## src/logic/rename_pkg.sv

```systemverilog
/* widths, counts and shared structs of the register rename stage */

package rename_pkg;

	localparam int NUM_ARCH_REGS = 32;
	localparam int ARCH_REG_W = 5;
	// commit slots that can be in flight at once
	localparam int NUM_SLOTS = 16;
	localparam int SLOT_W = 4;
	localparam int SLOT_COUNT_W = 5;
	// issue queue entries free out of reset
	localparam int ISSUE_CREDITS = 4;
	localparam int CREDIT_W = 3;
	localparam int PC_W = 32;

	typedef logic [ARCH_REG_W-1:0] arch_reg_t;
	typedef logic [SLOT_W-1:0] slot_t;

	// tag is a slot when pending, otherwise the architectural register
	typedef struct packed {
		logic pending;
		logic [ARCH_REG_W-1:0] tag;
	} operand_t;

	typedef struct packed {
		arch_reg_t rs1;
		arch_reg_t rs2;
		arch_reg_t rd;
		logic makes_rd;
		logic [PC_W-1:0] pc;
	} decoded_inst_t;

	typedef struct packed {
		operand_t rs1;
		operand_t rs2;
		slot_t rd_slot;
		arch_reg_t rd_arch;
		logic makes_rd;
		logic [PC_W-1:0] pc;
	} renamed_op_t;

endpackage

```

## src/logic/rename_req_if.sv

```systemverilog
/* held decoded instruction passed from intake to the rename map */

`timescale 1ns/1ps

interface rename_req_if;
	import rename_pkg::*;

	logic valid;
	decoded_inst_t inst;
	// high when the map consumes the instruction this cycle
	logic take;

	modport source (
		output valid,
		output inst,
		input take
	);

	modport sink (
		input valid,
		input inst,
		output take
	);

endinterface

```

## src/logic/renamed_op_if.sv

```systemverilog
/* renamed op and issue credit state toward the output register */

`timescale 1ns/1ps

interface renamed_op_if;
	import rename_pkg::*;

	logic fire;
	renamed_op_t op;
	// at least one issue queue entry is free
	logic credit_ok;

	modport source (
		output fire,
		output op,
		input credit_ok
	);

	modport sink (
		input fire,
		input op,
		output credit_ok
	);

endinterface

```

## src/logic/slot_if.sv

```systemverilog
/* allocate, retire and flush requests between rename map and slot ring */

`timescale 1ns/1ps

interface slot_if;
	import rename_pkg::*;

	logic alloc;
	logic retire;
	logic flush;
	slot_t alloc_slot;
	// oldest slot still in flight
	slot_t retire_slot;
	logic full;

	modport map (
		output alloc,
		output retire,
		output flush,
		input alloc_slot,
		input retire_slot,
		input full
	);

	modport ring (
		input alloc,
		input retire,
		input flush,
		output alloc_slot,
		output retire_slot,
		output full
	);

endinterface

```

## src/logic/commit_slot_ring.sv

```systemverilog
/* in-order commit slot ring, hands out tail slots and retires the head */

`timescale 1ns/1ps

module commit_slot_ring (
	input logic clk,
	input logic reset,
	slot_if.ring slots
);
	import rename_pkg::*;

	slot_t head;
	slot_t tail;
	logic [SLOT_COUNT_W-1:0] count;
	logic do_alloc;
	logic do_retire;

	assign slots.full = count == SLOT_COUNT_W'(NUM_SLOTS);
	assign do_alloc = slots.alloc && !slots.full;
	// commit on an empty ring has nothing to retire
	assign do_retire = slots.retire && count != '0;

	always_ff @(posedge clk) begin
		if (reset || slots.flush) begin
			head <= '0;
			tail <= '0;
			count <= '0;
		end else begin
			if (do_alloc) begin
				tail <= tail + 1'b1;
			end
			if (do_retire) begin
				head <= head + 1'b1;
			end
			case ({do_alloc, do_retire})
				2'b10: count <= count + 1'b1;
				2'b01: count <= count - 1'b1;
				default: count <= count;
			endcase
		end
	end

	assign slots.alloc_slot = tail;
	assign slots.retire_slot = head;

endmodule

```

## src/logic/issue_credit.sv

```systemverilog
/* output register for renamed ops and the issue queue credit counter */

`timescale 1ns/1ps

module issue_credit (
	input logic clk,
	input logic reset,
	input logic flush,
	input logic credit_return,
	renamed_op_if.sink ops,
	output logic out_valid,
	output rename_pkg::renamed_op_t out_op
);
	import rename_pkg::*;

	logic [CREDIT_W-1:0] credits;

	assign ops.credit_ok = credits != '0;

	// one credit per fire, one back per credit_return cycle
	always_ff @(posedge clk) begin
		if (reset) begin
			credits <= CREDIT_W'(ISSUE_CREDITS);
		end else begin
			case ({credit_return, ops.fire})
				2'b10: credits <= credits + 1'b1;
				2'b01: credits <= credits - 1'b1;
				default: credits <= credits;
			endcase
		end
	end

	always_ff @(posedge clk) begin
		if (reset) begin
			out_valid <= 1'b0;
		end else begin
			out_valid <= ops.fire && !flush;
		end
	end

	always_ff @(posedge clk) begin
		if (ops.fire) begin
			out_op <= ops.op;
		end
	end

endmodule

```

## src/logic/rename_intake.sv

```systemverilog
/* single entry holding register in front of the rename map, with decode stall */

`timescale 1ns/1ps

module rename_intake (
	input logic clk,
	input logic reset,
	input logic flush,
	input logic in_valid,
	input rename_pkg::decoded_inst_t in_inst,
	output logic in_stall,
	rename_req_if.source req
);
	import rename_pkg::*;

	logic held_valid;
	decoded_inst_t held_inst;
	logic accept;

	// a slot opens up in the same cycle the map takes the held instruction
	assign in_stall = held_valid && !req.take;
	assign accept = in_valid && !in_stall && !flush;

	always_ff @(posedge clk) begin
		if (reset || flush) begin
			held_valid <= 1'b0;
		end else if (accept) begin
			held_valid <= 1'b1;
		end else if (req.take) begin
			held_valid <= 1'b0;
		end
	end

	always_ff @(posedge clk) begin
		if (accept) begin
			held_inst <= in_inst;
		end
	end

	assign req.valid = held_valid;
	assign req.inst = held_inst;

endmodule

```

## src/logic/rename_map.sv

```systemverilog
/* architectural register to commit slot map, with lookup, update,
   retire clear and flush */

`timescale 1ns/1ps

module rename_map (
	input logic clk,
	input logic reset,
	input logic commit_valid,
	input logic flush,
	rename_req_if.sink req,
	slot_if.map slots,
	renamed_op_if.source ops
);
	import rename_pkg::*;

	operand_t map_q [NUM_ARCH_REGS];
	logic fire;
	logic retire;
	logic writes_rd;
	operand_t rs1_entry;
	operand_t rs2_entry;
	logic rs1_retiring;
	logic rs2_retiring;
	operand_t rs1_op;
	operand_t rs2_op;

	// pending slot, unless x0 or its writer is retiring right now
	function automatic operand_t resolve(arch_reg_t r, operand_t e, logic retiring);
		operand_t o;
		o.pending = 1'b0;
		o.tag = r;
		if (r != '0 && e.pending && !retiring) begin
			o.pending = 1'b1;
			o.tag = e.tag;
		end
		return o;
	endfunction

	assign fire = req.valid && !slots.full && ops.credit_ok && !flush;
	assign retire = commit_valid && !flush;
	assign writes_rd = fire && req.inst.makes_rd && req.inst.rd != '0;

	// sources see the map before this op's own rd update
	assign rs1_entry = map_q[req.inst.rs1];
	assign rs2_entry = map_q[req.inst.rs2];
	assign rs1_retiring = retire && rs1_entry.tag[SLOT_W-1:0] == slots.retire_slot;
	assign rs2_retiring = retire && rs2_entry.tag[SLOT_W-1:0] == slots.retire_slot;
	assign rs1_op = resolve(req.inst.rs1, rs1_entry, rs1_retiring);
	assign rs2_op = resolve(req.inst.rs2, rs2_entry, rs2_retiring);

	always_ff @(posedge clk) begin
		if (reset || flush) begin
			for (int i = 0; i < NUM_ARCH_REGS; i++) begin
				map_q[i].pending <= 1'b0;
			end
		end else begin
			if (retire) begin
				for (int i = 0; i < NUM_ARCH_REGS; i++) begin
					if (map_q[i].pending && map_q[i].tag[SLOT_W-1:0] == slots.retire_slot) begin
						map_q[i].pending <= 1'b0;
					end
				end
			end
			// a new writer wins over the retire clear of the same entry
			if (writes_rd) begin
				map_q[req.inst.rd] <= '{pending: 1'b1, tag: ARCH_REG_W'(slots.alloc_slot)};
			end
		end
	end

	assign req.take = fire;
	assign slots.alloc = fire;
	assign slots.retire = retire;
	assign slots.flush = flush;
	assign ops.fire = fire;
	assign ops.op = '{
		rs1: rs1_op,
		rs2: rs2_op,
		rd_slot: slots.alloc_slot,
		rd_arch: req.inst.rd,
		makes_rd: req.inst.makes_rd,
		pc: req.inst.pc
	};

endmodule

```

## src/logic/rename_stage.sv

```systemverilog
/* register rename stage top level, intake, map, slot ring and issue credit */

`timescale 1ns/1ps

module rename_stage (
	input logic clk,
	input logic reset,
	input logic in_valid,
	input logic [rename_pkg::ARCH_REG_W-1:0] in_rs1,
	input logic [rename_pkg::ARCH_REG_W-1:0] in_rs2,
	input logic [rename_pkg::ARCH_REG_W-1:0] in_rd,
	input logic in_makes_rd,
	input logic [rename_pkg::PC_W-1:0] in_pc,
	input logic commit_valid,
	input logic flush,
	input logic credit_return,
	output logic in_stall,
	output logic out_valid,
	output logic out_rs1_pending,
	output logic [rename_pkg::ARCH_REG_W-1:0] out_rs1_tag,
	output logic out_rs2_pending,
	output logic [rename_pkg::ARCH_REG_W-1:0] out_rs2_tag,
	output logic [rename_pkg::SLOT_W-1:0] out_rd_slot,
	output logic [rename_pkg::ARCH_REG_W-1:0] out_rd_arch,
	output logic out_makes_rd,
	output logic [rename_pkg::PC_W-1:0] out_pc
);
	import rename_pkg::*;

	decoded_inst_t in_inst;
	renamed_op_t out_op;

	rename_req_if req_bus ();
	slot_if slot_bus ();
	renamed_op_if op_bus ();

	assign in_inst = '{
		rs1: in_rs1,
		rs2: in_rs2,
		rd: in_rd,
		makes_rd: in_makes_rd,
		pc: in_pc
	};

	rename_intake rename_intake_i (
		.clk(clk),
		.reset(reset),
		.flush(flush),
		.in_valid(in_valid),
		.in_inst(in_inst),
		.in_stall(in_stall),
		.req(req_bus.source)
	);

	rename_map rename_map_i (
		.clk(clk),
		.reset(reset),
		.commit_valid(commit_valid),
		.flush(flush),
		.req(req_bus.sink),
		.slots(slot_bus.map),
		.ops(op_bus.source)
	);

	commit_slot_ring commit_slot_ring_i (
		.clk(clk),
		.reset(reset),
		.slots(slot_bus.ring)
	);

	issue_credit issue_credit_i (
		.clk(clk),
		.reset(reset),
		.flush(flush),
		.credit_return(credit_return),
		.ops(op_bus.sink),
		.out_valid(out_valid),
		.out_op(out_op)
	);

	assign out_rs1_pending = out_op.rs1.pending;
	assign out_rs1_tag = out_op.rs1.tag;
	assign out_rs2_pending = out_op.rs2.pending;
	assign out_rs2_tag = out_op.rs2.tag;
	assign out_rd_slot = out_op.rd_slot;
	assign out_rd_arch = out_op.rd_arch;
	assign out_makes_rd = out_op.makes_rd;
	assign out_pc = out_op.pc;

endmodule

```

## config.mk

```make
export PLATFORM = sky130hd
export DESIGN_NAME = rename_stage
export DESIGN_NICKNAME = d
export VERILOG_FILES = /design/src/logic/rename_pkg.sv /design/src/logic/rename_req_if.sv /design/src/logic/renamed_op_if.sv /design/src/logic/slot_if.sv /design/src/logic/commit_slot_ring.sv /design/src/logic/issue_credit.sv /design/src/logic/rename_intake.sv /design/src/logic/rename_map.sv /design/src/logic/rename_stage.sv
export SDC_FILE = /design/constraint.sdc
export NUM_CORES = 1
export LEC_CHECK = 0
export ABC_AREA = 1
export BUFFER_PORTS_ARGS = -buffer_cell sky130_fd_sc_hd__buf_2
export CORE_MARGIN = 2
export CORE_UTILIZATION = 52
export CTS_CLUSTER_DIAMETER = 50
export CTS_CLUSTER_SIZE = 24
export DETAILED_ROUTE_END_ITERATION = 6
export HOLD_SLACK_MARGIN = 0.1
export PLACE_DENSITY = 0.72
export SLEW_MARGIN = 0
export SYNTH_ARGS = -nofsm -noshare
export SYNTH_HDL_FRONTEND = slang
export SYNTH_SLANG_ARGS = --single-unit
```

## constraint.sdc

```tcl
create_clock -name clk -period 6.6 [get_ports clk]
set_clock_uncertainty 0.15 [all_clocks]
set_input_delay 1.65 -clock clk [delete_from_list [all_inputs] [get_ports clk]]
set_output_delay 1.65 -clock clk [all_outputs]
set_load 0.02 [all_outputs]
```

==> flow_summary.yaml, run 1 <==
synthesis:
  synth_ff_type: "edfxtp_1"
  synth_compound_gate_area_share_pct: 8.77
  ys_types: 47
  synthCells: 1535
  yosys.area_share.simple_pct: 24.0
  synth_xor_area_share_pct: 4.52
  netlist.area_leader.share_pct: 47.6
  synth.most_common_cell: "nand2_1"
  synth_commonest_cells: "nand2_1 (420), nand3_1 (234), edfxtp_1 (230)"
  synth_top_family_by_area: "simple AND/OR/NAND/NOR gates"
  synth_fa_ha_area_share_pct: 0.880
  synth_edf_count: 230
  seq_area_frac_synth_pct: 55.9
  ys_ff_latch: 290
  avgSynthCellArea_um2: 9.45
  synth_area_leader_cell: "edfxtp_1"
  netlist_top_cells_area: "edfxtp_1 (48%), nand2_1 (11%), dfxtp_1 (8.3%)"
  async_flop_share_pct: 0
  syn_area_mm2: 0.0145
  synth_warnings: 0
  synth.area.mux_share_pct: 0
floorplan:
  die_w_um: 171
  io_pins: 110
  dieHeight_um: 171
  fp-row-count: 61
  initial_core_util_pct: 52.5
  die_area_mm2: 0.0292
  core_mm2: 0.0276
routing:
  postRouteAntennaNets: 0
  detail_route.vias_per_cell: 5.98
  wl_um: 41600
  drc: 0
  firstDrtPassIters: 6
  drt-initial-drc-count: 1443
  avgRoutedWirePerCell_um: 20.7
  vias: 12000
clock_tree:
  cts_buffer_depth: 3
  clkTransAtPathRegs_ns: 0.08
  cts_buffers: 29
  cts-root-buf: "clkbuf_16"
  cts_htree_levels: 1
  ctsResizeCount: 0
  hold_buffers: 0
  post-cts-setup-buffers: 0
  cts_tree: "yes"
  clock_sinks: 290
  clock_latency_ns: 0.58
pwr:
  p_per_area_mw_per_mm2: 258
  ir_drop_mv: 0.219
  p_comb_share_pct: 9.7
  internal_power_mw: 3.03
  p_switching_mw: 1.14
  clockPowerShare_pct: 41.8
  switching_share_pct: 27.3
  power.total_mw: 4.17
  seq_power_share_pct: 48.5
  p_leak_nw: 6.33
placed_design:
  gp_congestion: 0.929
  dp_hpwl_um: 25800
  io_buffers: 109
setup_path:
  crit_path_end_kind: "register"
  arrival_ns: 4.67
  slowest_stage: "nand2_1"
  required_ns: 6.89
  max_stage_delay_ns: 0.77
  cp_common_cell: "inv_1"
  crit_fanout: 19
  crit_buf_inv: 5
  critPathKind: "input port to register"
  crit_family: "simple AND/OR/NAND/NOR gates"
  crit_path_start_kind: "input port"
  cp_cell_sequence: "buf_2 > inv_1 > nand2_1 > inv_1 > nand2_1 > inv_1 > ha_1 > fa_1 > a21o_1 > a21oi_1 > inv_1 > a21oi_1 > o21ai_0 > o21ai_0 > a21oi_1"
finish:
  fillers: 2420
  ff_latch_area_mm2: 0.00812
  drive_above_1_share_pct: 14.7
  nNetsFinal: 1672
  num_antenna_cells: 0
  syn2layout_area_growth_pct: 11.4
  multiInputGateArea_mm2: 0.00557
sta:
  drv_slew: 0
  setup_tns_ns: 0
  tightest_slew_ns: 1.07
  max_slew_margin_pct: 28.2
  period_share_pct: 66.3
  finalSetupViolations: 0
  hold_violations: 0
  min_period_ns: 4.38
  max_clock_freq_mhz: 229
  rsz0062_at_grt: "no"
hold_path:
  worstHoldPathType: "register to register"
global_routing:
  grt_max_degree: 81
  first_global_vias: 11500
  gr-total-overflow: 0
  grt_use_total_pct: 28.2
  antenna_found_initial: 0
  grt_pass1_wl_um: 63300
status:
  outcome: "finished, final reports clean"
job:
  maxCapViolCount: 0
worst reg2reg max path, stage by stage, from the launching register on:
cell	delay [ns]
dfxtp_2	0.74
buf_4	0.64
inv_8	0.38
nand2_1	0.18
nand3_1	0.09
nand3_1	0.17
nand2_1	0.10
nand2_1	0.07
nand3_1	0.07
nand2_1	0.14
nand2_1	0.07
o21ai_0	0.10
inv_1	0.08
nand3_2	0.13
nand2_4	0.08
nand2_1	0.06
nand2_1	0.07
metrics by stage:
stage               utilization [%]  cells  setup slack [ns]  area [um^2]  hold slack (ns)
finish                         58.5   2010              2.22        16200            0.264
global route                   58.5   2010              1.96        16200            0.280
CTS                            58.5   2010              2.26        16200            0.265
detailed placement             54.7   1956              1.72        15100            0.255
global placement               54.7   1956              1.84        15100            0.250
floorplan                         -   1538             0.663        14500            0.250
cells by family (layout without fill, tap and decap cells):
kind of cell               after synthesis  in the layout
adders and majority gates                9              9
and+or+nand+nor                        806            806
AOI/OAI and AO/OA                      198            198
other                                    1              4
xor gates and xnor gates                74             74
buffers and inverters                  157            251
DFF                                    290            290
power groups by stage:
stage | combinational [mW] | clock [mW] | sequential [mW]
6_report | 0.405 | 1.74 | 2.02
5_1_grt | 0.439 | 1.83 | 2.02
4_1_cts | 0.394 | 1.76 | 2.02
3_5_place_dp | 0.392 | 0 | 2.06
3_3_place_gp | 0.385 | 0 | 2.06
2_1_floorplan | 0.289 | 0 | 2.06
path summary, 6_finish.rpt:
kind | startpoint | endpoint | slack (ns) | cells after the start
worst max-delay path | flush | commit_slot_ring_i.count[4] | 2.22 | 15
worst min-delay path | rename_intake_i.req.inst[18] | issue_credit_i.out_op[18] | 0.26 | 0
worst min register to register | rename_intake_i.req.inst[18] | issue_credit_i.out_op[18] | 0.26 | 0
worst max register to register | register | issue_credit_i.out_op[43] | 3.03 | 16
sequential cells by signal (all words and copies together) (netlist names), named ones only:
name                                  flops
rename_intake_i.req.valid                 1
rename_intake_i.req.inst                 48
issue_credit_i.out_op                    54
rename_map_i.map_q                      160
commit_slot_ring_i.slots.retire_slot      4
commit_slot_ring_i.count                  5
commit_slot_ring_i.slots.alloc_slot       4
issue_credit_i.out_valid                  1
issue_credit_i.credits                    3
cell usage in the layout, fill, tap and decap left out, types with 2 or more instances in the layout:
cell type	instances
clkinv_1	2
buf_2	109
inv_12	2
xor2_1	31
edfxtp_1	230
nor2_2	8
conb_1	4
a21oi_1	37
clkinv_8	5
a31o_2	23
inv_8	6
fa_1	2
clkbuf_16	29
o2111ai_1	8
nor2_4	3
nor2_1	100
nor4_1	5
ha_1	7
o221ai_1	12
inv_1	58
inv_6	6
xnor2_1	42
nor3_1	10
a211oi_1	8
buf_4	20
nand4_1	19
nand2_1	420
o22ai_1	19
dfxtp_1	54
dfxtp_2	6
clkinvlp_4	3
a22o_1	5
inv_2	6
o21ai_0	62
o21ai_1	6
nand3_1	234
nand2_4	2
o211ai_1	12
layer usage:
metal | vias up | track usage (%) | share of wire (%)
met5 | - | 0 | 0
met1 | 5636 | 37.5 | 39
li1 | 5505 | - | -
met4 | 0 | 11.9 | 3.8
met2 | 741 | 44.8 | 46
met3 | 128 | 6.08 | 11
final cells by class:
type	count	area share (%)
Tap cell	378	2.93
Clock buffer	30	4.58
Inverter	68	1.67
Sequential cell	290	50.2
Timing Repair Buffer	129	4.30
Multi-Input combinational cell	1091	34.5
Clock inverter	24	1.84
No activity file was read; power rests on OpenSTA's default activity.
==> inputs of run 2 (changes only) <==
ABC_AREA = 0   (was 1)
clock period = 4.5 ns   (was 6.6 ns; I/O delays follow)
==> flow_summary.yaml, run 2 <==
placed_design:
  placed_cells: 1421
  dp_hpwl_um: 24600
  gp_congestion: 0.970
  io_buffers: 109
sta:
  period_share_pct: 85.8
  finalSetupViolations: 0
  min_period_ns: 3.86
  setup_tns_ns: 0
  tightest_slew_ns: 0.942
  holdWs_ns: 0.250
  hold_violations: 0
  max_slew_margin_pct: 37.2
  max_clock_freq_mhz: 259
  rsz0062_at_grt: "no"
  drv_slew: 0
clock_tree:
  cts_buffer_depth: 3
  hold_buffers: 0
  cts-root-buf: "clkbuf_16"
  cts_buffers: 29
  cts_htree_levels: 1
  ctsResizeCount: 0
  clkTransAtPathRegs_ns: 0.07
  clock_latency_ns: 0.57
  post-cts-setup-buffers: 0
  cts_tree: "yes"
  clock_sinks: 290
floorplan:
  die_w_um: 168
  core_mm2: 0.0267
  die_area_mm2: 0.0283
  fp-row-count: 60
  dieHeight_um: 168
  initial_core_util_pct: 52.5
  io_pins: 110
setup_path:
  crit_path_start_kind: "register"
  crit_fanout: 32
  r2r_end: "issue_credit_i.out_op[44]"
  critPathKind: "register to register"
  r2r_slack_ns: 0.64
  crit_path_end_kind: "register"
  required_ns: 4.67
  arrival_ns: 4.04
  ff2ff_path_depth: 9
  crit_end: "issue_credit_i.out_op[44]"
finish:
  final_cell_mix: "edfxtp_1 (230), buf_2 (109), xor2_1 (103), mux2i_1 (61), nor2_1 (55)"
  num_antenna_cells: 0
  fillers: 2101
  multiInputGateArea_mm2: 0.00558
  drive_above_1_share_pct: 28.3
  nNetsFinal: 1174
  syn2layout_area_growth_pct: 13.6
  instances_no_fill: 1475
  ff_latch_area_mm2: 0.00812
  largest_register_ffs: 160
  top_register: "rename_map_i.map_q"
  layout_commonest_cell: "edfxtp_1"
routing:
  drt-initial-drc-count: 977
  firstDrtPassIters: 5
  drc: 0
  avgRoutedWirePerCell_um: 24.8
  wl_um: 36500
  postRouteAntennaNets: 0
  vias: 9141
  detail_route.vias_per_cell: 6.20
global_routing:
  grt_use_total_pct: 25.9
  grt_max_degree: 43
  grt_pass1_wl_um: 54800
  antenna_found_initial: 0
  first_global_vias: 8876
  gr-total-overflow: 0
pwr:
  p_per_area_mw_per_mm2: 359
  p_leak_nw: 5.81
  power.total_mw: 5.72
  ir_drop_mv: 0.332
synthesis:
  ys_ff_latch: 290
  synth_edf_count: 230
  syn_area_mm2: 0.0140
  synth_warnings: 0
  synth.most_common_cell: "edfxtp_1"
  netlist_top_cells_area: "edfxtp_1 (49%), dfxtp_1 (8.6%), mux4_2 (8.0%)"
  netlist.area_leader.share_pct: 49.3
  avgSynthCellArea_um2: 14.0
  ys_types: 70
  synth_commonest_cells: "edfxtp_1 (230), xor2_1 (103), nor2_1 (64)"
  synth_ff_type: "edfxtp_1"
  synth_area_leader_cell: "edfxtp_1"
  async_flop_share_pct: 0
  seq_area_frac_synth_pct: 57.8
  synthCells: 1002
job:
  maxCapViolCount: 0
hold_path:
  worstHoldPathType: "register to register"
status:
  outcome: "finished, final reports clean"
run 2: worst min path at each step:
stage / startpoint / end / depth (start not counted)
6_report: rename_intake_i.req.inst[19] / issue_credit_i.out_op[19] / 0
5_1_grt: rename_intake_i.req.inst[19] / issue_credit_i.out_op[19] / 0
4_1_cts: rename_intake_i.req.inst[19] / issue_credit_i.out_op[19] / 0
3_5_place_dp: rename_intake_i.req.inst[12] / issue_credit_i.out_op[12] / 0
3_3_place_gp: rename_intake_i.req.inst[15] / issue_credit_i.out_op[15] / 0
2_1_floorplan: rename_intake_i.req.inst[0] / issue_credit_i.out_op[0] / 0
run 2: per-layer routing:
metal	part of all wire (%)	global-route usage [%]	wire length, um	vias to the layer above
met3	7.5	4.21	2730	73
met2	47	40.7	17100	432
met1	43	37.3	15600	4606
met5	0	0	0	-
li1	-	-	-	4030
met4	3.1	8.43	1120	0
run 2: report_power, final:
part	switching [mW]	leakage [nW]	total, mW	internal [mW]
combinational	0.205	2.71	0.344	0.139
sequential	0.0515	2.63	2.97	2.91
clock	1.15	0.462	2.41	1.26
total	1.41	5.81	5.72	4.31
run 2: metrics by stage:
stage / cell area, um^2 / util, % / worst slack (ns)
2_1_floorplan: 14200 / - / -0.642
3_3_place_gp: 15000 / 56.0 / 0.708
3_5_place_dp: 15000 / 56.0 / 0.640
4_1_cts: 15900 / 59.6 / 0.619
5_1_grt: 15900 / 59.6 / 0.472
6_report: 15900 / 59.6 / 0.639
run 2: final cells by class:
| type | instances | share of cell area [%] |
|---|---|---|
| Clock buffer | 32 | 4.63 |
| Clock inverter | 22 | 1.45 |
| Inverter | 24 | 0.566 |
| Multi-Input combinational cell | 633 | 35.0 |
| Sequential cell | 290 | 51.0 |
| Tap cell | 341 | 2.68 |
| Timing Repair Buffer | 133 | 4.64 |
run 2: cells by family after synthesis:
family                   count (synthesis)  share of synthesized area [%]
adder cells (fa/ha/maj)                  9                          0.910
AND/OR/NAND/NOR                        214                           7.68
other                                    1                         0.0267
AO/OA/AOI/OAI                          130                           7.28
multiplexers                           133                           14.2
flip-flops                             290                           57.8
XOR/XNOR                               143                           8.93
buffers and inverters                   82                           3.10
run 2: critical path: stages, from the launching register on:
cell,delay [ns]
dfxtp_2,0.95
buf_12,0.30
mux4_2,0.53
mux2_2,0.30
nand3_1,0.09
nand4_1,0.19
xnor2_1,0.21
a2111oi_4,0.41
a21oi_4,0.14
mux2_4,0.31
